<file path="src/source/rv_core_pkg.sv">
package rv_core_pkg;

    // major opcodes
    localparam logic [6:0] OPC_OP     = 7'b0110011;
    localparam logic [6:0] OPC_OP_IMM = 7'b0010011;
    localparam logic [6:0] OPC_LUI    = 7'b0110111;
    localparam logic [6:0] OPC_AUIPC  = 7'b0010111;
    localparam logic [6:0] OPC_JAL    = 7'b1101111;
    localparam logic [6:0] OPC_JALR   = 7'b1100111;
    localparam logic [6:0] OPC_BRANCH = 7'b1100011;

    localparam logic [6:0] FUNCT7_MULDIV = 7'b0000001;

    // funct3 for alu ops, shared by OP and OP_IMM
    localparam logic [2:0] F3_ADD_SUB = 3'b000;
    localparam logic [2:0] F3_SLL     = 3'b001;
    localparam logic [2:0] F3_SLT     = 3'b010;
    localparam logic [2:0] F3_XOR     = 3'b100;
    localparam logic [2:0] F3_SRL_SRA = 3'b101;
    localparam logic [2:0] F3_OR      = 3'b110;
    localparam logic [2:0] F3_AND     = 3'b111;

    // M extension subset
    localparam logic [2:0] F3_MUL  = 3'b000;
    localparam logic [2:0] F3_DIVU = 3'b101;
    localparam logic [2:0] F3_REMU = 3'b111;

    // branch compares
    localparam logic [2:0] F3_BEQ = 3'b000;
    localparam logic [2:0] F3_BNE = 3'b001;
    localparam logic [2:0] F3_BLT = 3'b100;
    localparam logic [2:0] F3_BGE = 3'b101;

    typedef enum logic [3:0] {
        ALU_ADD, ALU_SUB, ALU_AND, ALU_OR, ALU_XOR,
        ALU_SLT, ALU_SLL, ALU_SRL, ALU_SRA, ALU_PASS_B
    } alu_op_e;

    typedef enum logic [1:0] {
        MD_MUL, MD_DIVU, MD_REMU
    } md_op_e;

    // one fetched word, seen as R-type or as I-type fields
    typedef union packed {
        struct packed {
            logic [6:0] funct7;
            logic [4:0] rs2;
            logic [4:0] rs1;
            logic [2:0] funct3;
            logic [4:0] rd;
            logic [6:0] opcode;
        } r;
        struct packed {
            logic [11:0] imm;
            logic [4:0]  rs1;
            logic [2:0]  funct3;
            logic [4:0]  rd;
            logic [6:0]  opcode;
        } i;
    } instr_u;

endpackage

</file>
<file path="src/source/alu_branch.sv">
`timescale 1ns/1ps

module alu_branch (
    input  logic [31:0]          fetch_pc,
    input  logic [31:0]          rs1_data,
    input  logic [31:0]          rs2_data,
    input  logic [31:0]          imm,
    input  rv_core_pkg::alu_op_e alu_op,
    input  logic                 use_imm,
    input  logic                 use_pc,
    input  logic                 is_jal,
    input  logic                 is_jalr,
    input  logic                 is_branch,
    input  logic [2:0]           branch_funct,
    output logic [31:0]          alu_result,
    output logic [31:0]          target,
    output logic                 redirect
);

    import rv_core_pkg::*;

    logic [31:0] op_a;
    logic [31:0] op_b;
    logic [31:0] alu_out;
    logic [31:0] jalr_sum;
    logic        taken;

    assign op_a = use_pc  ? fetch_pc : rs1_data;  // auipc
    assign op_b = use_imm ? imm      : rs2_data;

    always_comb begin
        case (alu_op)
            ALU_ADD:    alu_out = op_a + op_b;
            ALU_SUB:    alu_out = op_a - op_b;
            ALU_AND:    alu_out = op_a & op_b;
            ALU_OR:     alu_out = op_a | op_b;
            ALU_XOR:    alu_out = op_a ^ op_b;
            ALU_SLT:    alu_out = {31'b0, $signed(op_a) < $signed(op_b)};
            ALU_SLL:    alu_out = op_a << op_b[4:0];
            ALU_SRL:    alu_out = op_a >> op_b[4:0];
            ALU_SRA:    alu_out = $unsigned($signed(op_a) >>> op_b[4:0]);
            ALU_PASS_B: alu_out = op_b;  // lui
            default:    alu_out = op_a + op_b;
        endcase
    end

    always_comb begin
        case (branch_funct)
            F3_BEQ:  taken = (rs1_data == rs2_data);
            F3_BNE:  taken = (rs1_data != rs2_data);
            F3_BLT:  taken = ($signed(rs1_data) < $signed(rs2_data));
            F3_BGE:  taken = ($signed(rs1_data) >= $signed(rs2_data));
            default: taken = 1'b0;
        endcase
    end

    assign jalr_sum   = rs1_data + imm;
    assign target     = is_jalr ? {jalr_sum[31:1], 1'b0} : fetch_pc + imm;
    assign redirect   = is_jal || is_jalr || (is_branch && taken);
    assign alu_result = (is_jal || is_jalr) ? fetch_pc + 32'd4 : alu_out;  // link value

endmodule

</file>
<file path="src/source/instr_decode.sv">
`timescale 1ns/1ps

module instr_decode (
    input  logic [31:0]          fetch_instr,
    output logic [4:0]           rs1_idx,
    output logic [4:0]           rs2_idx,
    output logic [4:0]           rd,
    output logic [31:0]          imm,
    output rv_core_pkg::alu_op_e alu_op,
    output rv_core_pkg::md_op_e  md_op,
    output logic                 use_imm,
    output logic                 use_pc,
    output logic                 is_jal,
    output logic                 is_jalr,
    output logic                 is_branch,
    output logic                 is_muldiv,
    output logic                 rd_write,
    output logic [2:0]           branch_funct
);

    import rv_core_pkg::*;

    instr_u      iw;
    logic [31:0] imm_i;
    logic [31:0] imm_b;
    logic [31:0] imm_u;
    logic [31:0] imm_j;
    logic        sub_or_sra;  // funct7 bit 5

    assign iw = fetch_instr;

    assign rs1_idx      = iw.r.rs1;
    assign rs2_idx      = iw.r.rs2;
    assign rd           = iw.r.rd;
    assign branch_funct = iw.r.funct3;
    assign sub_or_sra   = iw.r.funct7[5];

    assign imm_i = {{20{iw.i.imm[11]}}, iw.i.imm};
    // B, U and J scatter their bits over the other fields
    assign imm_b = {{20{fetch_instr[31]}}, fetch_instr[7], fetch_instr[30:25],
                    fetch_instr[11:8], 1'b0};
    assign imm_u = {fetch_instr[31:12], 12'b0};
    assign imm_j = {{12{fetch_instr[31]}}, fetch_instr[19:12], fetch_instr[20],
                    fetch_instr[30:21], 1'b0};

    always_comb begin
        alu_op    = ALU_ADD;
        md_op     = MD_MUL;
        imm       = imm_i;
        use_imm   = 1'b0;
        use_pc    = 1'b0;
        is_jal    = 1'b0;
        is_jalr   = 1'b0;
        is_branch = 1'b0;
        is_muldiv = 1'b0;
        rd_write  = 1'b0;
        case (iw.r.opcode)
            OPC_OP, OPC_OP_IMM: begin
                use_imm  = (iw.r.opcode == OPC_OP_IMM);
                rd_write = 1'b1;
                if (iw.r.opcode == OPC_OP && iw.r.funct7 == FUNCT7_MULDIV) begin
                    is_muldiv = 1'b1;
                    case (iw.r.funct3)
                        F3_MUL:  md_op = MD_MUL;
                        F3_DIVU: md_op = MD_DIVU;
                        F3_REMU: md_op = MD_REMU;
                        default: begin
                            is_muldiv = 1'b0;  // mulh/div/rem etc, not supported
                            rd_write  = 1'b0;
                        end
                    endcase
                end else begin
                    case (iw.r.funct3)
                        F3_ADD_SUB: alu_op = (!use_imm && sub_or_sra) ? ALU_SUB : ALU_ADD;
                        F3_SLL:     alu_op = ALU_SLL;
                        F3_SLT:     alu_op = ALU_SLT;
                        F3_XOR:     alu_op = ALU_XOR;
                        F3_SRL_SRA: alu_op = sub_or_sra ? ALU_SRA : ALU_SRL;
                        F3_OR:      alu_op = ALU_OR;
                        F3_AND:     alu_op = ALU_AND;
                        default:    rd_write = 1'b0;  // sltu / sltiu
                    endcase
                end
            end
            OPC_LUI: begin
                imm      = imm_u;
                alu_op   = ALU_PASS_B;
                use_imm  = 1'b1;
                rd_write = 1'b1;
            end
            OPC_AUIPC: begin
                imm      = imm_u;
                use_imm  = 1'b1;
                use_pc   = 1'b1;
                rd_write = 1'b1;
            end
            OPC_JAL: begin
                imm      = imm_j;
                is_jal   = 1'b1;
                rd_write = 1'b1;
            end
            OPC_JALR: begin
                is_jalr  = 1'b1;
                rd_write = 1'b1;
            end
            OPC_BRANCH: begin
                imm       = imm_b;
                is_branch = (iw.r.funct3 == F3_BEQ) || (iw.r.funct3 == F3_BNE) ||
                            (iw.r.funct3 == F3_BLT) || (iw.r.funct3 == F3_BGE);
            end
            default: ;  // unknown opcode retires as a no-op
        endcase
    end

endmodule

</file>
<file path="src/source/muldiv_unit.sv">
`timescale 1ns/1ps

module muldiv_unit (
    input  logic                clk,
    input  logic                rst_n,
    input  logic                md_start,
    input  rv_core_pkg::md_op_e md_op,
    input  logic [31:0]         rs1_data,
    input  logic [31:0]         rs2_data,
    output logic                md_busy,
    output logic                md_finish,
    output logic [31:0]         md_result
);

    import rv_core_pkg::*;

    md_op_e      op_q;
    logic [5:0]  step_cnt;
    // mul: a = multiplicand, b = multiplier, r = product
    // div: a = divisor, b = dividend shifting into quotient, r = partial remainder
    logic [31:0] acc_a;
    logic [31:0] acc_b;
    logic [31:0] acc_r;
    logic [32:0] trial;  // remainder shifted left minus divisor

    assign trial = {acc_r, acc_b[31]} - {1'b0, acc_a};

    always_ff @(posedge clk or negedge rst_n) begin
        if (!rst_n) begin
            md_busy   <= 1'b0;
            md_finish <= 1'b0;
            step_cnt  <= 6'd0;
            op_q      <= MD_MUL;
        end else begin
            md_finish <= 1'b0;
            if (md_start) begin
                md_busy  <= 1'b1;
                step_cnt <= 6'd0;
                op_q     <= md_op;
            end else if (md_busy) begin
                if (step_cnt == 6'd32) begin
                    md_busy   <= 1'b0;
                    md_finish <= 1'b1;  // one cycle after the last step
                end else begin
                    step_cnt <= step_cnt + 6'd1;
                end
            end
        end
    end

    always_ff @(posedge clk) begin
        if (md_start) begin
            acc_a <= (md_op == MD_MUL) ? rs1_data : rs2_data;
            acc_b <= (md_op == MD_MUL) ? rs2_data : rs1_data;
            acc_r <= 32'd0;
        end else if (md_busy && step_cnt != 6'd32) begin
            if (op_q == MD_MUL) begin
                if (acc_b[0]) begin
                    acc_r <= acc_r + acc_a;
                end
                acc_a <= acc_a << 1;
                acc_b <= acc_b >> 1;
            end else if (!trial[32]) begin
                acc_r <= trial[31:0];  // divisor fits, quotient bit 1
                acc_b <= {acc_b[30:0], 1'b1};
            end else begin
                acc_r <= {acc_r[30:0], acc_b[31]};
                acc_b <= {acc_b[30:0], 1'b0};
            end
        end
    end

    // zero divisor always fits, so quotient ends all ones and remainder is the dividend
    assign md_result = (op_q == MD_DIVU) ? acc_b : acc_r;

    a_no_start_busy: assert property (
        @(posedge clk) disable iff (!rst_n)
        md_start |-> !md_busy
    ) else $error("md_start while muldiv busy");

endmodule

</file>
<file path="src/source/pc_unit.sv">
`timescale 1ns/1ps

module pc_unit #(
    parameter logic [31:0] RESET_PC = 32'h8000_0000
) (
    input  logic        clk,
    input  logic        rst_n,
    input  logic        fetch_valid,
    input  logic        redirect,
    input  logic [31:0] target,
    input  logic        is_muldiv,
    input  logic        md_finish,
    output logic        fetch_req,
    output logic [31:0] fetch_pc
);

    logic        boot_done;  // first request after reset already sent
    logic        pc_step;
    logic [31:0] pc_next;

    // muldiv holds the pc until its finish pulse
    assign pc_step = (fetch_valid && !is_muldiv) || md_finish;

    // md_finish never coincides with fetch_valid, so redirect only counts on a fetch
    assign pc_next = (fetch_valid && redirect) ? target : fetch_pc + 32'd4;

    always_ff @(posedge clk or negedge rst_n) begin
        if (!rst_n) begin
            fetch_pc  <= RESET_PC;
            boot_done <= 1'b0;
            fetch_req <= 1'b0;
        end else begin
            boot_done <= 1'b1;
            fetch_req <= !boot_done || pc_step;  // issue one cycle after each pc update
            if (pc_step) begin
                fetch_pc <= pc_next;
            end
        end
    end

    // one outstanding fetch at a time
    a_single_fetch: assert property (
        @(posedge clk) disable iff (!rst_n)
        fetch_req |=> (!fetch_req until fetch_valid)
    ) else $error("fetch_req issued twice without fetch_valid");

endmodule

</file>
<file path="src/source/result_writeback.sv">
`timescale 1ns/1ps

module result_writeback (
    input  logic        clk,
    input  logic        rst_n,
    input  logic [4:0]  rs1_idx,
    input  logic [4:0]  rs2_idx,
    input  logic [4:0]  rd,
    input  logic        rd_write,
    input  logic        fetch_valid,
    input  logic        is_muldiv,
    input  logic        md_finish,
    input  logic [31:0] alu_result,
    input  logic [31:0] md_result,
    output logic [31:0] rs1_data,
    output logic [31:0] rs2_data,
    output logic        wb_en,
    output logic [4:0]  wb_rd,
    output logic [31:0] wb_data
);

    logic [31:0] regs [32];
    logic [4:0]  md_rd;  // destination held across the muldiv run
    logic        alu_wr;
    logic        do_wr;
    logic [4:0]  wr_idx;
    logic [31:0] wr_data;

    assign alu_wr  = fetch_valid && !is_muldiv && rd_write;
    assign do_wr   = alu_wr || md_finish;
    assign wr_idx  = md_finish ? md_rd : rd;
    assign wr_data = md_finish ? md_result : alu_result;

    // x0 reads as zero
    assign rs1_data = (rs1_idx == 5'd0) ? 32'd0 : regs[rs1_idx];
    assign rs2_data = (rs2_idx == 5'd0) ? 32'd0 : regs[rs2_idx];

    always_ff @(posedge clk) begin
        if (fetch_valid && is_muldiv) begin
            md_rd <= rd;
        end
        if (do_wr && wr_idx != 5'd0) begin
            regs[wr_idx] <= wr_data;
        end
        wb_rd   <= wr_idx;
        wb_data <= (wr_idx == 5'd0) ? 32'd0 : wr_data;  // x0 write still traced
    end

    always_ff @(posedge clk or negedge rst_n) begin
        if (!rst_n) begin
            wb_en <= 1'b0;
        end else begin
            wb_en <= do_wr;
        end
    end

endmodule

</file>
<file path="src/source/rv_core_top.sv">
`timescale 1ns/1ps

module rv_core_top #(
    parameter logic [31:0] RESET_PC = 32'h8000_0000
) (
    input  logic        clk,
    input  logic        rst_n,
    output logic        fetch_req,
    output logic [31:0] fetch_pc,
    input  logic        fetch_valid,
    input  logic [31:0] fetch_instr,
    output logic        wb_en,
    output logic [4:0]  wb_rd,
    output logic [31:0] wb_data
);

    import rv_core_pkg::*;

    logic [4:0]  rs1_idx;
    logic [4:0]  rs2_idx;
    logic [4:0]  rd;
    logic [31:0] imm;
    alu_op_e     alu_op;
    md_op_e      md_op;
    logic        use_imm;
    logic        use_pc;
    logic        is_jal;
    logic        is_jalr;
    logic        is_branch;
    logic        is_muldiv;
    logic        rd_write;
    logic [2:0]  branch_funct;
    logic [31:0] rs1_data;
    logic [31:0] rs2_data;
    logic [31:0] alu_result;
    logic [31:0] target;
    logic        redirect;
    logic        md_start;
    logic        md_busy;
    logic        md_finish;
    logic [31:0] md_result;

    assign md_start = fetch_valid && is_muldiv;

    pc_unit #(.RESET_PC(RESET_PC)) u_pc (
        .clk(clk), .rst_n(rst_n), .fetch_valid(fetch_valid), .redirect(redirect),
        .target(target), .is_muldiv(is_muldiv), .md_finish(md_finish),
        .fetch_req(fetch_req), .fetch_pc(fetch_pc)
    );

    instr_decode u_decode (
        .fetch_instr(fetch_instr), .rs1_idx(rs1_idx), .rs2_idx(rs2_idx), .rd(rd),
        .imm(imm), .alu_op(alu_op), .md_op(md_op), .use_imm(use_imm), .use_pc(use_pc),
        .is_jal(is_jal), .is_jalr(is_jalr), .is_branch(is_branch), .is_muldiv(is_muldiv),
        .rd_write(rd_write), .branch_funct(branch_funct)
    );

    alu_branch u_alu (
        .fetch_pc(fetch_pc), .rs1_data(rs1_data), .rs2_data(rs2_data), .imm(imm),
        .alu_op(alu_op), .use_imm(use_imm), .use_pc(use_pc), .is_jal(is_jal),
        .is_jalr(is_jalr), .is_branch(is_branch), .branch_funct(branch_funct),
        .alu_result(alu_result), .target(target), .redirect(redirect)
    );

    muldiv_unit u_muldiv (
        .clk(clk), .rst_n(rst_n), .md_start(md_start), .md_op(md_op),
        .rs1_data(rs1_data), .rs2_data(rs2_data), .md_busy(md_busy),
        .md_finish(md_finish), .md_result(md_result)
    );

    result_writeback u_wb (
        .clk(clk), .rst_n(rst_n), .rs1_idx(rs1_idx), .rs2_idx(rs2_idx), .rd(rd),
        .rd_write(rd_write), .fetch_valid(fetch_valid), .is_muldiv(is_muldiv),
        .md_finish(md_finish), .alu_result(alu_result), .md_result(md_result),
        .rs1_data(rs1_data), .rs2_data(rs2_data), .wb_en(wb_en), .wb_rd(wb_rd),
        .wb_data(wb_data)
    );

endmodule

</file>
<file path="config.mk">
export PLATFORM = sky130hd
export DESIGN_NAME = rv_core_top
export DESIGN_NICKNAME = d
export VERILOG_FILES = /design/src/source/rv_core_pkg.sv /design/src/source/alu_branch.sv /design/src/source/instr_decode.sv /design/src/source/muldiv_unit.sv /design/src/source/pc_unit.sv /design/src/source/result_writeback.sv /design/src/source/rv_core_top.sv
export SDC_FILE = /design/constraint.sdc
export NUM_CORES = 2
export LEC_CHECK = 0
export BUFFER_PORTS_ARGS = -buffer_cell sky130_fd_sc_hd__buf_4
export CAP_MARGIN = 20
export CORE_UTILIZATION = 30
export DETAILED_ROUTE_END_ITERATION = 7
export GPL_ROUTABILITY_DRIVEN = 0
export GPL_TIMING_DRIVEN = 0
export SLEW_MARGIN = 15
export SYNTH_ARGS = -nofsm -noshare
export SYNTH_HDL_FRONTEND = slang
export SYNTH_HIERARCHICAL = 1
export SYNTH_SLANG_ARGS = --single-unit
export TNS_END_PERCENT = 50
</file>
<file path="constraint.sdc">
create_clock -name clk -period 10.2 [get_ports clk]
set_input_delay 2.04 -clock clk [delete_from_list [all_inputs] [get_ports clk]]
set_output_delay 2.04 -clock clk [all_outputs]
set_load 0.02 [all_outputs]
</file>
==> metrics.cfg <==
[power_and_ir_drop]
p_leak_nw=30.3
power_density_nw_per_um2=224
switching_power_mw=7.74
internal_power_mw=11.7
switching_share_pct=39.8
clkPwrFrac_pct=23.5
p_seq_share_pct=36.6
ir_drop_uv=156
combPwrFrac_pct=40.0
p_total_mw=19.4

[timing]
rsz0062_at_grt=no
slew_headroom_pct=11.8
max_freq_mhz=97.8
tightest_slew_ps=1320
finalSetupViolCount=16
fin_worst_skew_ps=101
fin_ws_ps=-21.1
min_period_over_period_pct=100
finalHoldViolCount=0
final_max_slew_viol_count=0
period_needed_ps=10220

[synthesis]
ys_ff_latch=1207
yosys_warnings=6
async_flop_share_pct=3.73
synth_ff_type=edfxtp_1
synthTopCellsByCount=edfxtp_1 (1093), nand2_1 (514), mux4_2 (464)
syn-cell-area_sq_um=75300
synthXorXnorAreaFrac_pct=1.67
synth_top_family_by_area=multiplexers
synthMuxAreaShare_pct=20.1
avgSynthCellArea_sq_um=12.3
synth_top_area_cell=edfxtp_1
synth_edf_count=1093
synthCells=6147
synth_fa_ha_area_share_pct=4.43
synth_compound_area_share_pct=13.9
yosysTopAreaCellShare_pct=43.6
yosysUniqueCellTypes=125
ys_seq_area_share_pct=46.9
yosysMostFrequentCell=edfxtp_1
yosys.area_share.simple_pct=9.21
synth_area_leaders=edfxtp_1 (44%), mux4_2 (14%), ha_1 (4.3%), mux2i_1 (4.3%), nand2_1 (2.6%)

[critical_path]
r2r_cells=22
path_common_cell=buf_2
crit_family=buffers and inverters
reg2reg_slack_ps=2140
path_depth=29
startpoint_type=primary input
slowest_delay_ps=870
cp.arrival_ps=10640
crit_type=in -> reg
r2r-start=u_wb/regs[30][4]$_DFFE_PP_
crit_required_ps=10620
cp_slowest_cell=clkbuf_1
path_buf_inv=12
timing.rr.end=u_wb/wb_data[0]$_SDFF_PN0_
crit_path_max_fanout=33
worst_setup_path_end_kind=flip-flop

[clock_tree]
clockBufferDepth=3
cts-htree-levels=3
clkTransAtPathRegs_ps=60
post_cts_buffers=0
cts.sinks=1207
cts_tree=yes
root_buffer=clkbuf_16
numCtsBuffers=118
clock_latency_ps=820

[global_route]
grt_pass1_vias=59300
grt_usage_pct=24.4
grt_pass1_wl_mm=442
antenna_found_initial=21
grt_max_degree=46
grt-ovfl-total=0

[routing]
firstDrtPassIters=8
ant_nets=0
vias_per_cell=6.30
wl_mm=319
wl_per_cell_microns=32.0
vias=62600
drtIter0Drc=10800
drc_errors=51

[finish]
nets=6814
fin_util_pct=34.8
area_growth_pct=14.9
final_layout_size_suffix_gt1_share_pct=20.4
stdcell_count=9949

[worst_hold_path]
hold_end=u_pc/fetch_req$_DFF_PN0_
hold_class=reg -> reg
holdCritStartpoint=u_pc/boot_done$_DFF_PN0_
holdPathStages=1

[floorplanning]
die_h_microns=503
start_util_pct=30.2
fp.coreArea_sq_um=249000
design.die.area_sq_um=253000
fp-row-count=183
die_w_microns=503
pin_count=106

[place]
port_buffers=102
post-dp-hpwl_mm=238
dp_slack_ps=-1500
dp.cells=9721

[outcome]
violations=design-rule violations, negative setup slack
status=finished, violations left

[job]
maxCapViolCount=0

-- timing repair --
item,CTS,global route
resized for setup,13,22
cloned,0,0
hold buffers,0,0
endpoints found under the setup margin,471,635
-- cell type report --
| class | instances | area (sq um) |
|---|---|---|
| Inverter | 200 | 753 |
| Antenna cell | 2 | 5.00 |
| Tap cell | 3330 | 4170 |
| Buffer | 433 | 2160 |
| Timing Repair Buffer | 219 | 2230 |
| Fill cell | 24400 | 163000 |
| Sequential cell | 1207 | 35300 |
| Clock inverter | 74 | 890 |
| Multi-Input combinational cell | 4337 | 37900 |
| Clock buffer | 147 | 3110 |
-- stage by stage --
stage | area (sq um) | TNS, ps | hold slack, ps
after floorplan | 75400 | 0 | 382
after global placement | 80400 | -1683720 | 395
after detailed placement | 82400 | -700420 | 396
after CTS | 86400 | 0 | 405
after global routing | 86600 | 0 | 425
final | 86600 | -234 | 397
-- power groups by stage --
stage | Clock [mW] | Sequential, mW | Combinational [mW]
finish | 4.56 | 7.11 | 7.77
global route | 4.77 | 7.10 | 8.23
CTS | 4.58 | 7.07 | 7.45
detailed placement | 0 | 7.17 | 7.41
global placement | 0 | 7.18 | 7.23
floorplan | 0 | 6.92 | 4.86
-- layer usage --
layer | share of wire, % | vias up | GRT usage (%) | wire, microns
met4 | 6.6 | 26 | 13.5 | 21000
li1 | - | 25100 | - | -
met2 | 43 | 5281 | 36.4 | 136000
met1 | 36 | 31000 | 30.7 | 113000
met5 | 0.053 | - | 0 | 169
met3 | 15 | 1202 | 8.52 | 47500
-- cell usage in the layout (no fill, tap or decap), types with 76 or more instances in the layout --
master / count
xnor2_1: 78
edfxtp_1: 1093
o22ai_1: 158
ha_1: 257
inv_1: 187
buf_4: 173
a31oi_1: 104
a21o_1: 76
clkbuf_1: 248
a21oi_1: 304
nor2_1: 318
buf_2: 119
nand3_1: 92
clkbuf_16: 118
mux4_2: 464
nor3_1: 90
o21ai_0: 239
mux2i_1: 320
nand2_1: 513
mux2_2: 90
-- worst max-delay path by stage --
stage | startpoint | end
2_1_floorplan | fetch_instr[20] | u_wb/regs[0][30]$_DFFE_PP_
3_3_place_gp | fetch_instr[15] | u_wb/wb_data[31]$_SDFF_PN0_
3_5_place_dp | fetch_instr[22] | u_wb/wb_data[0]$_SDFF_PN0_
4_1_cts | fetch_instr[22] | u_wb/wb_data[30]$_SDFF_PN0_
5_1_grt | fetch_instr[20] | u_wb/regs[2][20]$_DFFE_PP_
6_report | fetch_instr[23] | u_wb/regs[11][20]$_DFFE_PP_
-- registers in the layout, indices dropped and copies added (netlist names) --
| register | count |
|---|---|
| u_wb/regs | 1024 |
| u_muldiv/acc_a | 32 |
| u_muldiv/acc_b | 32 |
| u_muldiv/acc_r | 32 |
| u_pc/fetch_pc | 32 |
| u_wb/wb_data | 32 |
| u_muldiv/step_cnt | 6 |
| u_wb/md_rd | 5 |
| u_wb/wb_rd | 5 |
| u_muldiv/op_q | 2 |
| u_muldiv/md_busy | 1 |
| u_muldiv/md_finish | 1 |
| u_pc/boot_done | 1 |
| u_pc/fetch_req | 1 |
| u_wb/wb_en | 1 |
-- cell families (layout without fill, tap and decap cells) --
kind of cell | count (synthesis) | after routing
multiplexers | 905 | 905
flip-flops | 1207 | 1207
adder cells (fa/ha/maj) | 263 | 263
buffers and inverters | 634 | 1073
AND/OR/NAND/NOR | 1459 | 1459
AO/OA/AOI/OAI | 1533 | 1533
other | 2 | 35
XOR/XNOR | 144 | 144
No activity file was read; power rests on OpenSTA's default activity.
